`src/dec_pkg.sv`:
```
/* decode unit shared definitions
   widths, opcodes, alu operations, load tags and the decode packet */
package dec_pkg;

   // ************************************************************
   // widths
   // ************************************************************
   localparam int XLEN = 32;                        // data width
   localparam int NB_DEPTH = 4;                     // outstanding non-blocking loads

   typedef logic [XLEN-1:0] xlen_t;                 // one data word
   typedef logic [31:1] pc_t;                       // halfword aligned pc
   typedef logic [4:0] reg_addr_t;                  // gpr index
   typedef logic [$clog2(NB_DEPTH)-1:0] nb_tag_t;   // load tag

   // ************************************************************
   // opcodes, rv32i subset
   // ************************************************************
   localparam logic [6:0] OPC_OP = 7'b0110011;      // reg-reg alu
   localparam logic [6:0] OPC_OP_IMM = 7'b0010011;  // reg-imm alu
   localparam logic [6:0] OPC_LUI = 7'b0110111;     // upper immediate
   localparam logic [6:0] OPC_LOAD = 7'b0000011;
   localparam logic [6:0] OPC_STORE = 7'b0100011;

   typedef enum logic [3:0] {
      ADD,
      SUB,
      AND,
      OR,
      XOR,
      SLL,
      SRL,
      SRA,
      SLT,
      SLTU,
      PASS_B                                        // lui, b operand straight through
   } alu_op_e;

   // packet that follows the instruction down x and r
   typedef struct packed {
      logic      valid;
      reg_addr_t rd;                                // destination
      logic      wen;                               // writes gpr at r
      xlen_t     instr;                             // raw word for trace
      pc_t       pc;
   } decode_pkt_t;

endpackage

```
`src/dec_if.sv`:
```
/* decode unit internal interfaces
   gpr read ports and x/r pipe status for the hazard check */
interface gpr_rd_if;
   import dec_pkg::*;

   reg_addr_t raddr0;          // rs1 index
   reg_addr_t raddr1;          // rs2 index
   xlen_t     rdata0;          // combinational read data
   xlen_t     rdata1;

   modport decoder (output raddr0, raddr1, input rdata0, rdata1);
   modport regfile (input raddr0, raddr1, output rdata0, rdata1);
endinterface

interface pipe_stat_if;
   import dec_pkg::*;

   logic      x_valid;         // instruction in x
   reg_addr_t x_rd;
   logic      x_wen;
   logic      r_valid;         // instruction in r
   reg_addr_t r_rd;
   logic      r_wen;

   modport drive (output x_valid, x_rd, x_wen, r_valid, r_rd, r_wen);
   modport read (input x_valid, x_rd, x_wen, r_valid, r_rd, r_wen);
endinterface

```
`src/dec_ib.sv`:
```
/* one-entry instruction buffer, holds the fetched word at d */
module dec_ib (
   input  logic           clk,
   input  logic           arst_n,
   input  logic           ifu_i0_valid,      // fetch offers an instruction
   input  dec_pkg::xlen_t ifu_i0_instr,
   input  dec_pkg::pc_t   ifu_i0_pc,
   input  logic           decode_d,          // d slot consumed this cycle
   output logic           ib_ready,
   output logic           ib_valid,
   output dec_pkg::xlen_t ib_instr,
   output dec_pkg::pc_t   ib_pc
);

   logic accept;                              // fetch handshake

   assign ib_ready = ~ib_valid | decode_d;    // empty or leaving now
   assign accept = ifu_i0_valid & ib_ready;

   always_ff @(posedge clk or negedge arst_n) begin
      if (!arst_n) begin
         ib_valid <= 1'b0;
      end else if (accept) begin
         ib_valid <= 1'b1;
      end else if (decode_d) begin
         ib_valid <= 1'b0;                    // drained, nothing new
      end
   end

   always_ff @(posedge clk) begin
      if (accept) begin
         ib_instr <= ifu_i0_instr;
         ib_pc <= ifu_i0_pc;
      end
   end

   // the decoder only drains a full buffer
   a_drain_full: assert property (
      @(posedge clk) disable iff (!arst_n)
      decode_d |-> ib_valid
   );

endmodule

```
`src/dec_decode.sv`:
```
/* d-stage decode of rv32i op, op-imm, lui, load and store
   builds the alu and load/store packets and the hazard stall */
module dec_decode (
   input  logic               ib_valid,
   input  dec_pkg::xlen_t     ib_instr,
   input  dec_pkg::pc_t       ib_pc,
   gpr_rd_if.decoder          gpr,
   pipe_stat_if.read          stat,
   input  logic               sb_busy_rs1,     // pending load targets rs1
   input  logic               sb_busy_rs2,
   input  logic               sb_busy_rd,
   input  logic               sb_free,         // a load tag is free
   input  dec_pkg::nb_tag_t   sb_free_tag,
   output logic               decode_d,
   output logic               dec_illegal_d,
   output dec_pkg::alu_op_e   dec_alu_op,
   output dec_pkg::xlen_t     dec_rs1_data,
   output dec_pkg::xlen_t     dec_rs2_data,
   output dec_pkg::xlen_t     dec_immed,
   output logic               dec_use_imm,
   output logic               dec_lsu_load,
   output logic               dec_lsu_store,
   output dec_pkg::nb_tag_t   dec_lsu_tag,
   output dec_pkg::reg_addr_t sb_rs1,
   output dec_pkg::reg_addr_t sb_rs2,
   output dec_pkg::reg_addr_t sb_rd,
   output logic               sb_alloc,
   output dec_pkg::decode_pkt_t dec_pkt
);
   import dec_pkg::*;

   logic [6:0] opcode;
   logic [2:0] funct3;
   logic [6:0] funct7;
   reg_addr_t  rs1, rs2, rd;
   logic       is_op, is_op_imm, is_lui, is_load, is_store, legal;
   logic       use_rs1, use_rs2, use_rd;
   xlen_t      imm_i, imm_s, imm_u;
   logic       x_live, r_live;                 // stage will write the gpr
   logic       rs1_hit, rs2_hit, rd_hit, stall;

   // ************************************************************
   // field extraction
   // ************************************************************
   assign opcode = ib_instr[6:0];
   assign rd = ib_instr[11:7];
   assign funct3 = ib_instr[14:12];
   assign rs1 = ib_instr[19:15];
   assign rs2 = ib_instr[24:20];
   assign funct7 = ib_instr[31:25];

   assign imm_i = {{20{ib_instr[31]}}, ib_instr[31:20]};
   assign imm_s = {{20{ib_instr[31]}}, ib_instr[31:25], ib_instr[11:7]};
   assign imm_u = {ib_instr[31:12], 12'b0};

   assign is_op = (opcode == OPC_OP);
   assign is_op_imm = (opcode == OPC_OP_IMM);
   assign is_lui = (opcode == OPC_LUI);
   assign is_load = (opcode == OPC_LOAD);
   assign is_store = (opcode == OPC_STORE);
   assign legal = is_op | is_op_imm | is_lui | is_load | is_store;

   assign use_rs1 = is_op | is_op_imm | is_load | is_store;
   assign use_rs2 = is_op | is_store;
   assign use_rd = is_op | is_op_imm | is_lui | is_load;   // store has no rd

   always_comb begin
      dec_alu_op = ADD;                        // load/store address add
      if (is_lui) begin
         dec_alu_op = PASS_B;
      end else if (is_op || is_op_imm) begin
         case (funct3)
            3'b000:  dec_alu_op = (is_op && funct7[5]) ? SUB : ADD;
            3'b001:  dec_alu_op = SLL;
            3'b010:  dec_alu_op = SLT;
            3'b011:  dec_alu_op = SLTU;
            3'b100:  dec_alu_op = XOR;
            3'b101:  dec_alu_op = funct7[5] ? SRA : SRL;
            3'b110:  dec_alu_op = OR;
            default: dec_alu_op = AND;
         endcase
      end
   end

   assign dec_immed = is_store ? imm_s : is_lui ? imm_u : is_op ? '0 : imm_i;
   assign dec_use_imm = ~is_op;

   // ************************************************************
   // hazards, no bypass so wait for the gpr write
   // ************************************************************
   assign x_live = stat.x_valid & stat.x_wen;
   assign r_live = stat.r_valid & stat.r_wen;

   assign rs1_hit = use_rs1 & (rs1 != '0) & ((x_live & (stat.x_rd == rs1)) |
                    (r_live & (stat.r_rd == rs1)) | sb_busy_rs1);
   assign rs2_hit = use_rs2 & (rs2 != '0) & ((x_live & (stat.x_rd == rs2)) |
                    (r_live & (stat.r_rd == rs2)) | sb_busy_rs2);
   assign rd_hit = use_rd & (rd != '0) & ((x_live & (stat.x_rd == rd)) |
                   (r_live & (stat.r_rd == rd)) | sb_busy_rd);   // waw
   assign stall = rs1_hit | rs2_hit | rd_hit | (is_load & ~sb_free);

   assign decode_d = ib_valid & legal & ~stall;
   assign dec_illegal_d = ib_valid & ~legal;   // dropped, buffer drains

   assign gpr.raddr0 = rs1;
   assign gpr.raddr1 = rs2;
   assign dec_rs1_data = gpr.rdata0;
   assign dec_rs2_data = gpr.rdata1;

   assign dec_lsu_load = decode_d & is_load;
   assign dec_lsu_store = decode_d & is_store;
   assign dec_lsu_tag = sb_free_tag;           // lowest free tag
   assign sb_rs1 = rs1;
   assign sb_rs2 = rs2;
   assign sb_rd = rd;
   assign sb_alloc = decode_d & is_load;

   // loads write through the nb port, never at r
   assign dec_pkt = '{valid: decode_d,
                      rd:    rd,
                      wen:   decode_d & (is_op | is_op_imm | is_lui) & (rd != '0),
                      instr: ib_instr,
                      pc:    ib_pc};

endmodule

```
`src/dec_nbload_sb.sv`:
```
/* non-blocking load scoreboard, one valid bit and rd per tag */
module dec_nbload_sb (
   input  logic               clk,
   input  logic               arst_n,
   input  dec_pkg::reg_addr_t sb_rs1,
   input  dec_pkg::reg_addr_t sb_rs2,
   input  dec_pkg::reg_addr_t sb_rd,
   input  logic               sb_alloc,       // load decoded this cycle
   input  logic               lsu_nb_valid,   // load data returns
   input  dec_pkg::nb_tag_t   lsu_nb_tag,
   output logic               sb_busy_rs1,
   output logic               sb_busy_rs2,
   output logic               sb_busy_rd,
   output logic               sb_free,
   output dec_pkg::nb_tag_t   sb_free_tag,
   output logic               nb_wen,
   output dec_pkg::reg_addr_t nb_waddr
);
   import dec_pkg::*;

   logic [NB_DEPTH-1:0] tag_valid;             // load outstanding
   reg_addr_t           tag_rd [NB_DEPTH];     // its destination

   always_comb begin
      sb_busy_rs1 = 1'b0;
      sb_busy_rs2 = 1'b0;
      sb_busy_rd = 1'b0;
      sb_free_tag = '0;
      for (int i = 0; i < NB_DEPTH; i++) begin
         sb_busy_rs1 |= tag_valid[i] & (tag_rd[i] == sb_rs1);
         sb_busy_rs2 |= tag_valid[i] & (tag_rd[i] == sb_rs2);
         sb_busy_rd |= tag_valid[i] & (tag_rd[i] == sb_rd);
      end
      for (int i = NB_DEPTH - 1; i >= 0; i--) begin
         if (!tag_valid[i]) sb_free_tag = nb_tag_t'(i);   // lowest wins
      end
   end

   assign sb_free = ~&tag_valid;

   always_ff @(posedge clk or negedge arst_n) begin
      if (!arst_n) begin
         tag_valid <= '0;
      end else begin
         if (lsu_nb_valid) tag_valid[lsu_nb_tag] <= 1'b0;   // freed, error or not
         if (sb_alloc) tag_valid[sb_free_tag] <= 1'b1;
      end
   end

   always_ff @(posedge clk) begin
      if (sb_alloc) tag_rd[sb_free_tag] <= sb_rd;
   end

   assign nb_wen = lsu_nb_valid;               // error mask at top
   assign nb_waddr = tag_rd[lsu_nb_tag];

   // lsu may only return a tag decode handed out
   a_tag_live: assert property (
      @(posedge clk) disable iff (!arst_n) lsu_nb_valid |-> tag_valid[lsu_nb_tag]
   );

endmodule

```
`src/dec_gpr.sv`:
```
/* 32 x 32 register file, two combinational reads, two writes, x0 zero */
module dec_gpr (
   input  logic               clk,
   input  logic               arst_n,
   gpr_rd_if.regfile          rd,
   input  logic               wen0,           // r-stage result
   input  logic               wen1,           // non-blocking load
   input  dec_pkg::reg_addr_t waddr0,
   input  dec_pkg::reg_addr_t waddr1,
   input  dec_pkg::xlen_t     wd0,
   input  dec_pkg::xlen_t     wd1
);
   import dec_pkg::*;

   xlen_t gpr_q [1:31];                        // x0 has no storage

   always_ff @(posedge clk or negedge arst_n) begin
      if (!arst_n) begin
         for (int i = 1; i < 32; i++) begin
            gpr_q[i] <= '0;
         end
      end else begin
         if (wen0 && waddr0 != '0) gpr_q[waddr0] <= wd0;
         if (wen1 && waddr1 != '0) gpr_q[waddr1] <= wd1;
      end
   end

   assign rd.rdata0 = (rd.raddr0 == '0) ? '0 : gpr_q[rd.raddr0];
   assign rd.rdata1 = (rd.raddr1 == '0) ? '0 : gpr_q[rd.raddr1];

   // decode waw stall keeps r and load returns apart
   a_no_dual_write: assert property (
      @(posedge clk) disable iff (!arst_n)
      !(wen0 && wen1 && waddr0 == waddr1 && waddr0 != '0)
   );

endmodule

```
`src/dec_result.sv`:
```
/* x and r stage registers, r-stage writeback and the wb trace record */
module dec_result (
   input  logic                 clk,
   input  logic                 arst_n,
   input  logic                 decode_d,
   input  dec_pkg::decode_pkt_t dec_pkt,
   input  dec_pkg::xlen_t       exu_i0_result_x,   // alu result, valid in x
   pipe_stat_if.drive           stat,
   output logic                 wen0,
   output dec_pkg::reg_addr_t   waddr0,
   output dec_pkg::xlen_t       dec_i0_result_r,
   output logic                 trace_valid,
   output dec_pkg::xlen_t       trace_insn,
   output dec_pkg::pc_t         trace_pc
);
   import dec_pkg::*;

   logic        x_valid, r_valid;
   decode_pkt_t x_pkt, r_pkt;
   xlen_t       r_result;

   always_ff @(posedge clk or negedge arst_n) begin
      if (!arst_n) begin
         x_valid <= 1'b0;
         r_valid <= 1'b0;
         trace_valid <= 1'b0;
      end else begin
         x_valid <= dec_pkt.valid;
         r_valid <= x_valid;
         trace_valid <= r_valid;               // wb, one cycle
      end
   end

   always_ff @(posedge clk) begin
      if (decode_d) x_pkt <= dec_pkt;
      if (x_valid) begin
         r_pkt <= x_pkt;
         r_result <= exu_i0_result_x;          // capture at end of x
      end
      if (r_valid) begin
         trace_insn <= r_pkt.instr;
         trace_pc <= r_pkt.pc;
      end
   end

   assign wen0 = r_valid & r_pkt.wen;          // gpr written at edge ending r
   assign waddr0 = r_pkt.rd;
   assign dec_i0_result_r = r_result;

   assign stat.x_valid = x_valid;
   assign stat.x_rd = x_pkt.rd;
   assign stat.x_wen = x_pkt.wen;
   assign stat.r_valid = r_valid;
   assign stat.r_rd = r_pkt.rd;
   assign stat.r_wen = r_pkt.wen;

endmodule

```
`src/dec_top.sv`:
```
/* rv32i decode unit top, buffer, decode, scoreboard, gpr and result pipe */
module dec_top (
   input  logic             clk,
   input  logic             arst_n,
   input  logic             ifu_i0_valid,
   input  dec_pkg::xlen_t   ifu_i0_instr,
   input  dec_pkg::pc_t     ifu_i0_pc,
   input  dec_pkg::xlen_t   exu_i0_result_x,
   input  logic             lsu_nb_valid,
   input  logic             lsu_nb_error,
   input  dec_pkg::nb_tag_t lsu_nb_tag,
   input  dec_pkg::xlen_t   lsu_nb_data,
   output logic             ib_ready,
   output logic             dec_i0_decode_d,
   output logic             dec_illegal_d,
   output dec_pkg::alu_op_e dec_alu_op,
   output dec_pkg::xlen_t   dec_rs1_data,
   output dec_pkg::xlen_t   dec_rs2_data,
   output dec_pkg::xlen_t   dec_immed,
   output logic             dec_use_imm,
   output logic             dec_lsu_load,
   output logic             dec_lsu_store,
   output dec_pkg::nb_tag_t dec_lsu_tag,
   output dec_pkg::xlen_t   dec_i0_result_r,
   output logic             trace_valid,
   output dec_pkg::xlen_t   trace_insn,
   output dec_pkg::pc_t     trace_pc
);
   import dec_pkg::*;

   logic        ib_valid, ib_consume;
   xlen_t       ib_instr;
   pc_t         ib_pc;
   logic        sb_busy_rs1, sb_busy_rs2, sb_busy_rd, sb_free, sb_alloc;
   nb_tag_t     sb_free_tag;
   reg_addr_t   sb_rs1, sb_rs2, sb_rd;
   logic        nb_wen, wen0;
   reg_addr_t   nb_waddr, waddr0;
   decode_pkt_t dec_pkt;

   gpr_rd_if    gpr_rd ();
   pipe_stat_if pipe_stat ();

   assign ib_consume = dec_i0_decode_d | dec_illegal_d;   // illegal also drains

   dec_ib ib_i (
      .clk, .arst_n, .ifu_i0_valid, .ifu_i0_instr, .ifu_i0_pc,
      .decode_d (ib_consume),
      .ib_ready, .ib_valid, .ib_instr, .ib_pc
   );

   dec_decode decode_i (
      .ib_valid, .ib_instr, .ib_pc,
      .gpr      (gpr_rd.decoder),
      .stat     (pipe_stat.read),
      .sb_busy_rs1, .sb_busy_rs2, .sb_busy_rd, .sb_free, .sb_free_tag,
      .decode_d (dec_i0_decode_d),
      .dec_illegal_d, .dec_alu_op, .dec_rs1_data, .dec_rs2_data, .dec_immed,
      .dec_use_imm, .dec_lsu_load, .dec_lsu_store, .dec_lsu_tag,
      .sb_rs1, .sb_rs2, .sb_rd, .sb_alloc, .dec_pkt
   );

   dec_nbload_sb nbload_sb_i (
      .clk, .arst_n, .sb_rs1, .sb_rs2, .sb_rd, .sb_alloc, .lsu_nb_valid, .lsu_nb_tag,
      .sb_busy_rs1, .sb_busy_rs2, .sb_busy_rd, .sb_free, .sb_free_tag,
      .nb_wen, .nb_waddr
   );

   // ************************************************************
   // gpr, port 0 from r, port 1 from load return
   // ************************************************************
   dec_gpr gpr_i (
      .clk, .arst_n,
      .rd     (gpr_rd.regfile),
      .wen0,
      .wen1   (nb_wen & ~lsu_nb_error),       // errored load writes nothing
      .waddr0,
      .waddr1 (nb_waddr),
      .wd0    (dec_i0_result_r),
      .wd1    (lsu_nb_data)
   );

   dec_result result_i (
      .clk, .arst_n,
      .decode_d (dec_i0_decode_d),
      .dec_pkt, .exu_i0_result_x,
      .stat     (pipe_stat.drive),
      .wen0, .waddr0, .dec_i0_result_r, .trace_valid, .trace_insn, .trace_pc
   );

endmodule

```
`config.mk`:
```
export PLATFORM = sky130hd
export DESIGN_NAME = dec_top
export DESIGN_NICKNAME = d
export VERILOG_FILES = /design/src/dec_pkg.sv /design/src/dec_if.sv /design/src/dec_ib.sv /design/src/dec_decode.sv /design/src/dec_nbload_sb.sv /design/src/dec_gpr.sv /design/src/dec_result.sv /design/src/dec_top.sv
export SDC_FILE = /design/constraint.sdc
export NUM_CORES = 2
export LEC_CHECK = 0
export ABC_AREA = 0
export CORE_ASPECT_RATIO = 2
export CORE_MARGIN = 5
export CORE_UTILIZATION = 30
export DETAILED_ROUTE_END_ITERATION = 6
export DONT_BUFFER_PORTS = 1
export HOLD_SLACK_MARGIN = 0.12
export SLEW_MARGIN = 20
export SYNTH_ARGS = -nofsm -noshare
export SYNTH_HDL_FRONTEND = slang
export SYNTH_HIERARCHICAL = 1
export SYNTH_SLANG_ARGS = --single-unit
```
`constraint.sdc`:
```
create_clock -name clk -period 26.2 [get_ports clk]
set_clock_uncertainty 0.1 [all_clocks]
set_input_delay 1.31 -clock clk [delete_from_list [all_inputs] [get_ports clk]]
set_output_delay 1.31 -clock clk [all_outputs]
set_load 0.005 [all_outputs]
```
# ---- After elaboration in Yosys (flattened, before gate mapping)
# Memories as Yosys holds them, arrays and structs flattened.
# Index checks and enable logic that the tools add are counted.
dict set report totals {
  mem_count 1
  inputBits 134
  register_bits 1296
  romBits 0
  output_inout_bits 204
  ram_bits 20
  latchBits 0
  wordCells 220
}
# memory words word_bits read_ports rd_clocked_by_memory_dff write_ports line_no
set mem_list {}
lappend mem_list {nbload_sb_i.tag_rd 4 5 5 0 1 dec_nbload_sb.sv:22} ;# reg_addr_t tag_rd [NB_DEPTH];
dict set report op_classes {
  magnitude_cmp 10
  n_bitwise 75
  n_addsub 0
  reduce_logical 18
  div_mod_pow 0
  n_eq_ne 29
  shifts 0
  muxes 38
  mul 0
}
# op n
set ops {}
lappend ops {{$bwmux W992} 2}
lappend ops {{$mux W992} 2}
lappend ops {{$mux W32} 11}
lappend ops {{$bmux W32 S5} 2}
lappend ops {{$demux W32 S5} 2}
lappend ops {{$eq A5 B5 Y1} 18}
lappend ops {{$and A1 B1 Y1} 36}
lappend ops {{$pmux W4 S7} 1}
lappend ops {{$or A1 B1 Y1} 27}
lappend ops {{$reduce_bool A5 Y1} 5}
lappend ops {{$ge A6 B6 Y1 const B} 4}
lappend ops {{$not A5 Y6} 4}
lappend ops {{$eq A7 B6 Y1 const B} 3}
lappend ops {{$mux W4} 4}
lappend ops {{$lt A6 B1 Y1 const B} 2}
lappend ops {{$logic_not A5 Y1} 2}
lappend ops {{$eq A3 B3 Y1 const B} 3}
lappend ops {{$mux W1} 8}
lappend ops {{$mux W2} 4}
lappend ops {{$eq A7 B2 Y1 const B} 1}
lappend ops {{$eq A7 B5 Y1 const B} 1}
lappend ops {{$logic_and A1 B1 Y1} 7}
lappend ops {{$eq A3 B2 Y1 const B} 2}
lappend ops {{$lt A2 B3 Y1 const B} 2}
lappend ops {{other kinds (11)} 17}

# ---- Logic depth before layout (Yosys ltp)
# An unclocked memory read counts as a cell.
dict set report depth {
  depth_word 17
  mapped_depth 13
  ltp_nobuf 11
}

# ---- Hierarchy
# The synthesis kept the hierarchy.
# mod seq_area_each_um2 area_each_um2 cells_per_inst n_inst
set modules_own_cells {}
lappend modules_own_cells {dec_gpr 24823.8 62994.2 6498 1}
lappend modules_own_cells {dec_result 7071.8 7190.6 252 1}
lappend modules_own_cells {dec_decode 0.0 2117.0 302 1}
lappend modules_own_cells {dec_ib 1916.8 1945.6 67 1}
lappend modules_own_cells {dec_nbload_sb 700.7 1657.8 141 1}
lappend modules_own_cells {dec_top 0.0 12.5 2 1}

# ---- Worst setup path after synthesis
# No wires, ideal clock.
dict set report synth_timing {
  path_kind {register to output}
  startpoint {register result_i.x_valid, in the netlist result_i/stat.x_valid}
  endpoint {output port ib_ready}
  t_arrival_ps 8007
  stages_incl_launch_ff 8
  required_time_ps 24790
  path_slack_ps 16783
  path_buffers 0
  cell_sequence {dfrtp_1 > nand2_1 > nor3_1 > or3_1 > nor3b_1 > nor3_1 > or2_1 > nand2b_4}
}
dict set report synth_between {
  elab_chain_cells 12
  elab_cells_between_ends 20
  classes_between {bitwise (20)}
}
# item line_no
set synth_lines {}
lappend synth_lines {{start, declared} dec_result.sv:18} ;# logic x_valid, r_valid;
lappend synth_lines {{start signal, assigned} dec_result.sv:28} ;# x_valid <= dec_pkt.valid;
lappend synth_lines {{$and A1 B1 Y1 (*)} dec_decode.sv:91} ;# assign x_live = stat.x_valid & stat.x_wen;
lappend synth_lines {{$and A1 B1 Y1, on equally long branches} {dec_decode.sv:94, dec_decode.sv:96}}
lappend synth_lines {{$or A1 B1 Y1, on equally long branches} {dec_decode.sv:94, dec_decode.sv:96}}
lappend synth_lines {{$or A1 B1 Y1, on equally long branches} {dec_decode.sv:95, dec_decode.sv:97}}
lappend synth_lines {{$and A1 B1 Y1, on equally long branches} {dec_decode.sv:94, dec_decode.sv:96}}
lappend synth_lines {{$or A1 B1 Y1} dec_decode.sv:100} ;# assign stall = rs1_hit | rs2_hit | rd_hit | (is_load & ~sb_free);
lappend synth_lines {{$or A1 B1 Y1 (*) (2 in a row)} dec_decode.sv:100}
lappend synth_lines {{$not A1 Y1 (*)} dec_decode.sv:102} ;# assign decode_d = ib_valid & legal & ~stall;
lappend synth_lines {{$and A1 B1 Y1 (*)} dec_decode.sv:102}
lappend synth_lines {{named net dec_i0_decode_d} dec_top.sv:14} ;# output logic dec_i0_decode_d,
lappend synth_lines {{$or A1 B1 Y1 (*)} dec_top.sv:44} ;# assign ib_consume = dec_i0_decode_d | dec_illegal_d;
lappend synth_lines {{named net ib_consume} dec_top.sv:31} ;# logic ib_valid, ib_consume;
lappend synth_lines {{$or A1 B1 Y1 (*)} dec_ib.sv:17} ;# assign ib_ready = ~ib_valid | decode_d;
lappend synth_lines {{end, declared} dec_top.sv:13} ;# output logic ib_ready,
# The timed path passes the listed nets; every way through them passes the cells marked *.

# ---- Worst setup path in the final report
dict set report layout_timing {
  startpoint {register ib_i.ib_instr[20]}
  endpoint {output port dec_rs2_data[8]}
}
dict set report layout_between {
  elab_chain_cells 5
  elab_cells_between_ends 6
  classes_between {mux (4); bitwise (1); reduce/logical (1)}
}
# item line_no
set layout_lines {}
lappend layout_lines {{start, declared} dec_ib.sv:11} ;# output dec_pkg::xlen_t ib_instr,
lappend layout_lines {{start signal, assigned} dec_ib.sv:32} ;# ib_instr <= ifu_i0_instr;
lappend layout_lines {{$not A5 Y6 (not written as such)} dec_gpr.sv:29} ;# assign rd.rdata1 = (rd.raddr1 == '0) ? '0 : gpr_q[rd.raddr1];
lappend layout_lines {{$bmux W32 S5} dec_gpr.sv:29}
lappend layout_lines {{$mux W32 (not written as such) (2 in a row)} dec_gpr.sv:29}
lappend layout_lines {{$mux W32 (*)} dec_gpr.sv:29}
lappend layout_lines {{end, declared} dec_top.sv:18} ;# output dec_pkg::xlen_t dec_rs2_data,
# Every way passes the cells marked *; elsewhere a longest branch is shown, timed or not. The select of a mux whose other input is x is not followed.

==> implementation parameters <==
Parameter                              Value

STA
  Portion of the clock cycle consumed by the worst path in the final layout    23.6%
  Setup repair after global routing missed its margin    no
  Highest clock rate    161 MHz
  Setup-violating endpoint count in the final report    0
  Slew at the pin closest to its max-slew limit    1260 ps
  Hold slack final    309 ps
  Minimum clock period after layout    6200 ps
  Final-report max-slew violation count    0
  Count of endpoints failing hold in the final timing report    0
  Worst slew margin relative to its limit    15.7%
  Final setup TNS    0 ps

CTS
  Clock tree from TritonCTS    yes
  Count of cells resized by post-cts repair    0
  Root buf cell    sky130_fd_sc_hd__clkbuf_16
  Worst skew pair latency    800 ps
  Clock transition at the registers of the reported paths    60 ps
  Total number of clock tree sinks    1316
  Deepest level of the CTS H-tree    4
  Largest buffer count on any clock path    3
  Total setup buffers inserted after CTS    0
  Number of buffers added by the clock tree synthesis step    145

Yosys
  Post-synth net total    7396
  Number of enable flip-flop cells after synthesis    316
  Number of instances in the synthesized netlist    7262
  Seq/Total Area, Yosys    45.5%
  Area share of the largest cell type after synthesis    33.0%
  Top area cells in the synthesized netlist    sky130_fd_sc_hd__dfrtp_1, sky130_fd_sc_hd__mux2i_1, sky130_fd_sc_hd__edfxtp_1
  Syn Area/Cell    10.5 µm²
  Most instantiated cells after synthesis    sky130_fd_sc_hd__mux2i_1, sky130_fd_sc_hd__dfrtp_1, sky130_fd_sc_hd__nor2_1
  Count of unique library cells instantiated by Yosys    66
  Flop and latch count out of synthesis    1316
  Most frequent cell after synthesis    sky130_fd_sc_hd__mux2i_1
  Post-synthesis cell type with the largest combined area    sky130_fd_sc_hd__dfrtp_1
  Cell area after synthesis    75900 µm²
  Most used flip-flop cell after synthesis    sky130_fd_sc_hd__dfrtp_1
  Proportion of synthesized flip-flops having asynchronous set or reset    76.0%
  Number of warning messages in the yosys log    6

Worst hold path
  Hold Path Depth    0
  Class of the worst hold path    reg2reg
  Worst-case hold path end point    result_i/x_pkt[27]
  Worst Hold Launch    ib_i/ib_pc[27]

Placed design
  # port buffers    0
  Gpl congestion    0.878
  Post-DP HPWL    180000 µm
  Cell count after placement    9803
  Area post-placement    77300 µm²

Critical path
  Maximum fanout count along the critical path    50
  FF-to-FF setup slack    21360 ps
  Endpoint arrival time on the critical path    4790 ps
  FF-to-FF Start    ib_i/ib_instr[18]
  Launching element type of the critical path    register
  Kind of capture point of the worst setup path    primary output
  Worst Path Class, Setup    reg2out
  RR Endpoint    ib_i/ib_pc[8]
  Req. time, crit path    24790 ps
  Number of cells on the worst reg-to-reg path    14

Floorplanning
  CORE AREA    252000 µm²
  Die Y-Extent    721 µm
  Die width    366 µm
  Initial standard-cell utilization of the core    30.1%
  Boundary pin count    338
  Standard-cell rows    261
  Floorplan die area    264000 µm²

Drt
  Number of remaining DRC errors    0
  WL per Instance    30.9 µm
  Vias per Instance    5.92
  Final wirelength    311000 µm
  Initial detailed-routing violation count    7449
  Number of routed nets with antenna violations    0
  DR vias    59600
  Number of detailed-routing iterations run before antenna repair    7

Layout
  Area delta synth->final    8.31%
  Filler Cell Count    25300
  Layout Cells excl Fill    10100
  Final Net Count    6801
  Finished Core Util    32.6%
  Area of all placed cells without fillers    82200 µm²
  Ratio of cells with drive above 1 in the final layout    11.7%

Run
  Max capacitance violation total    0

Power and ir drop
  Power density normalized to cell area    68.0 nW/µm²
  Leakage power figure    0.0325 µW
  Max IR drop VDD    99.5 µV

Global route
  Overall Global Routing Usage    22.6%
  Number of antenna violations at the first check in global routing    12
  Number of global-route vias before repair    59400
  Residual overflow from global routing    0
  Global-route wire length before repair    437000 µm
  Pin count of the biggest net entering global routing    213

Run status
  Status    completed
## logic make-up (layout without fill, tap and decap cells)
| family | count (synthesis) | count (layout) | share of synthesized area, % |
|---|---|---|---|
| multiplexers | 1834 | 1834 | 26.6 |
| AND/OR/NAND/NOR | 1603 | 1603 | 9.17 |
| AO/OA/AOI/OAI | 1482 | 1482 | 11.3 |
| flip-flops | 1316 | 1316 | 45.5 |
| buffers and inverters | 937 | 461 | 6.40 |
| XOR/XNOR | 90 | 90 | 1.04 |
| other | 0 | 5 | 0 |
## power by group
part	internal, µW	switching, µW	leakage [µW]	total (µW)
registers	2350	214	0.0129	2570
logic	413	512	0.0173	925
clock network	1210	890	0.00233	2100
total	3970	1620	0.0325	5590
## cell type report
type | count | area [µm²] | area share, %
multi-input combinational | 5009 | 37100 | 45.1
sequential | 1316 | 34500 | 42.0
clock buffer | 219 | 4220 | 5.13
tap | 3287 | 4110 | 5.00
timing repair buffer | 188 | 1720 | 2.09
clock inverter | 47 | 559 | 0.680
inverter | 7 | 26.3 | 0.0320
antenna | 5 | 12.5 | 0.0152
## how the worst max path moves through the flow
stage,end,start,cells after the start,slack (ps)
after global placement,dec_rs1_data[13],ib_i/ib_instr[16],8,20350
after CTS,dec_rs2_data[21],ib_i/ib_instr[20],7,20060
final,dec_rs2_data[8],ib_i/ib_instr[20],8,20000
after global routing,dec_rs2_data[21],ib_i/ib_instr[20],7,19960
after floorplan,ib_ready,result_i/stat.x_valid,7,16780
after detailed placement,dec_rs2_data[21],ib_i/ib_instr[20],7,20930
## flip-flops by register name, indices dropped and copies added, names as in the netlist
| register | flops |
|---|---|
| result_i/x_pkt | 63 |
| ib_i/ib_valid | 1 |
| ib_i/ib_instr | 32 |
| result_i/trace_valid | 1 |
| nbload_sb_i/tag_rd | 20 |
| result_i/stat.x_rd | 5 |
| result_i/stat.x_valid | 1 |
| ib_i/ib_pc | 31 |
| result_i/trace_insn | 32 |
| result_i/dec_i0_result_r | 32 |
| result_i/stat.r_wen | 1 |
| result_i/stat.x_wen | 1 |
| nbload_sb_i/tag_valid | 4 |
| result_i/stat.r_rd | 5 |
| result_i/r_pkt | 63 |
| gpr_i/gpr_q | 992 |
| result_i/stat.r_valid | 1 |
| result_i/trace_pc | 31 |
## through the flow
step / total power [µW] / worst slack [ps]
final: 5590 / 20000
after global routing: 5800 / 19960
after global placement: 3460 / 20350
after detailed placement: 3500 / 20930
after CTS: 5590 / 20060
after floorplan: 3210 / 16780
## critical path, cell delays in order, from the launching register on
cell and delay, ps:
sky130_fd_sc_hd__edfxtp_1 390, sky130_fd_sc_hd__buf_4 480, sky130_fd_sc_hd__buf_4 750, sky130_fd_sc_hd__buf_4 870, sky130_fd_sc_hd__mux2i_1 200, sky130_fd_sc_hd__o22ai_1 180
sky130_fd_sc_hd__nor4_1 90, sky130_fd_sc_hd__a211oi_2 710, sky130_fd_sc_hd__buf_4 230
## cell usage in the layout (no fill, tap or decap), drive strengths merged, types with 77 or more instances in the layout
cell type / instances
mux2i: 1573
nand3: 85
nor2: 771
nor4: 77
a21oi: 612
mux2: 128
o22ai: 193
dfrtp: 1000
nand2: 490
clkbuf: 219
buf: 187
nor3: 82
o21ai: 396
mux4: 133
edfxtp: 316
## layer usage
layer | GRT usage (%) | share of wire (%) | up-vias
met5 | 0 | 0.013 | -
met4 | 16.8 | 8.8 | 6
met3 | 6.96 | 11 | 1316
met2 | 35.8 | 45 | 4041
met1 | 25.8 | 35 | 29300
li1 | - | - | 24900
## what timing repair did
action,in CTS,in global routing
hold endpoints to repair,8,0
endpoints found under the setup margin,0,0
hold buffers,1,0
Note: power is estimated with default switching activity, not from simulation.
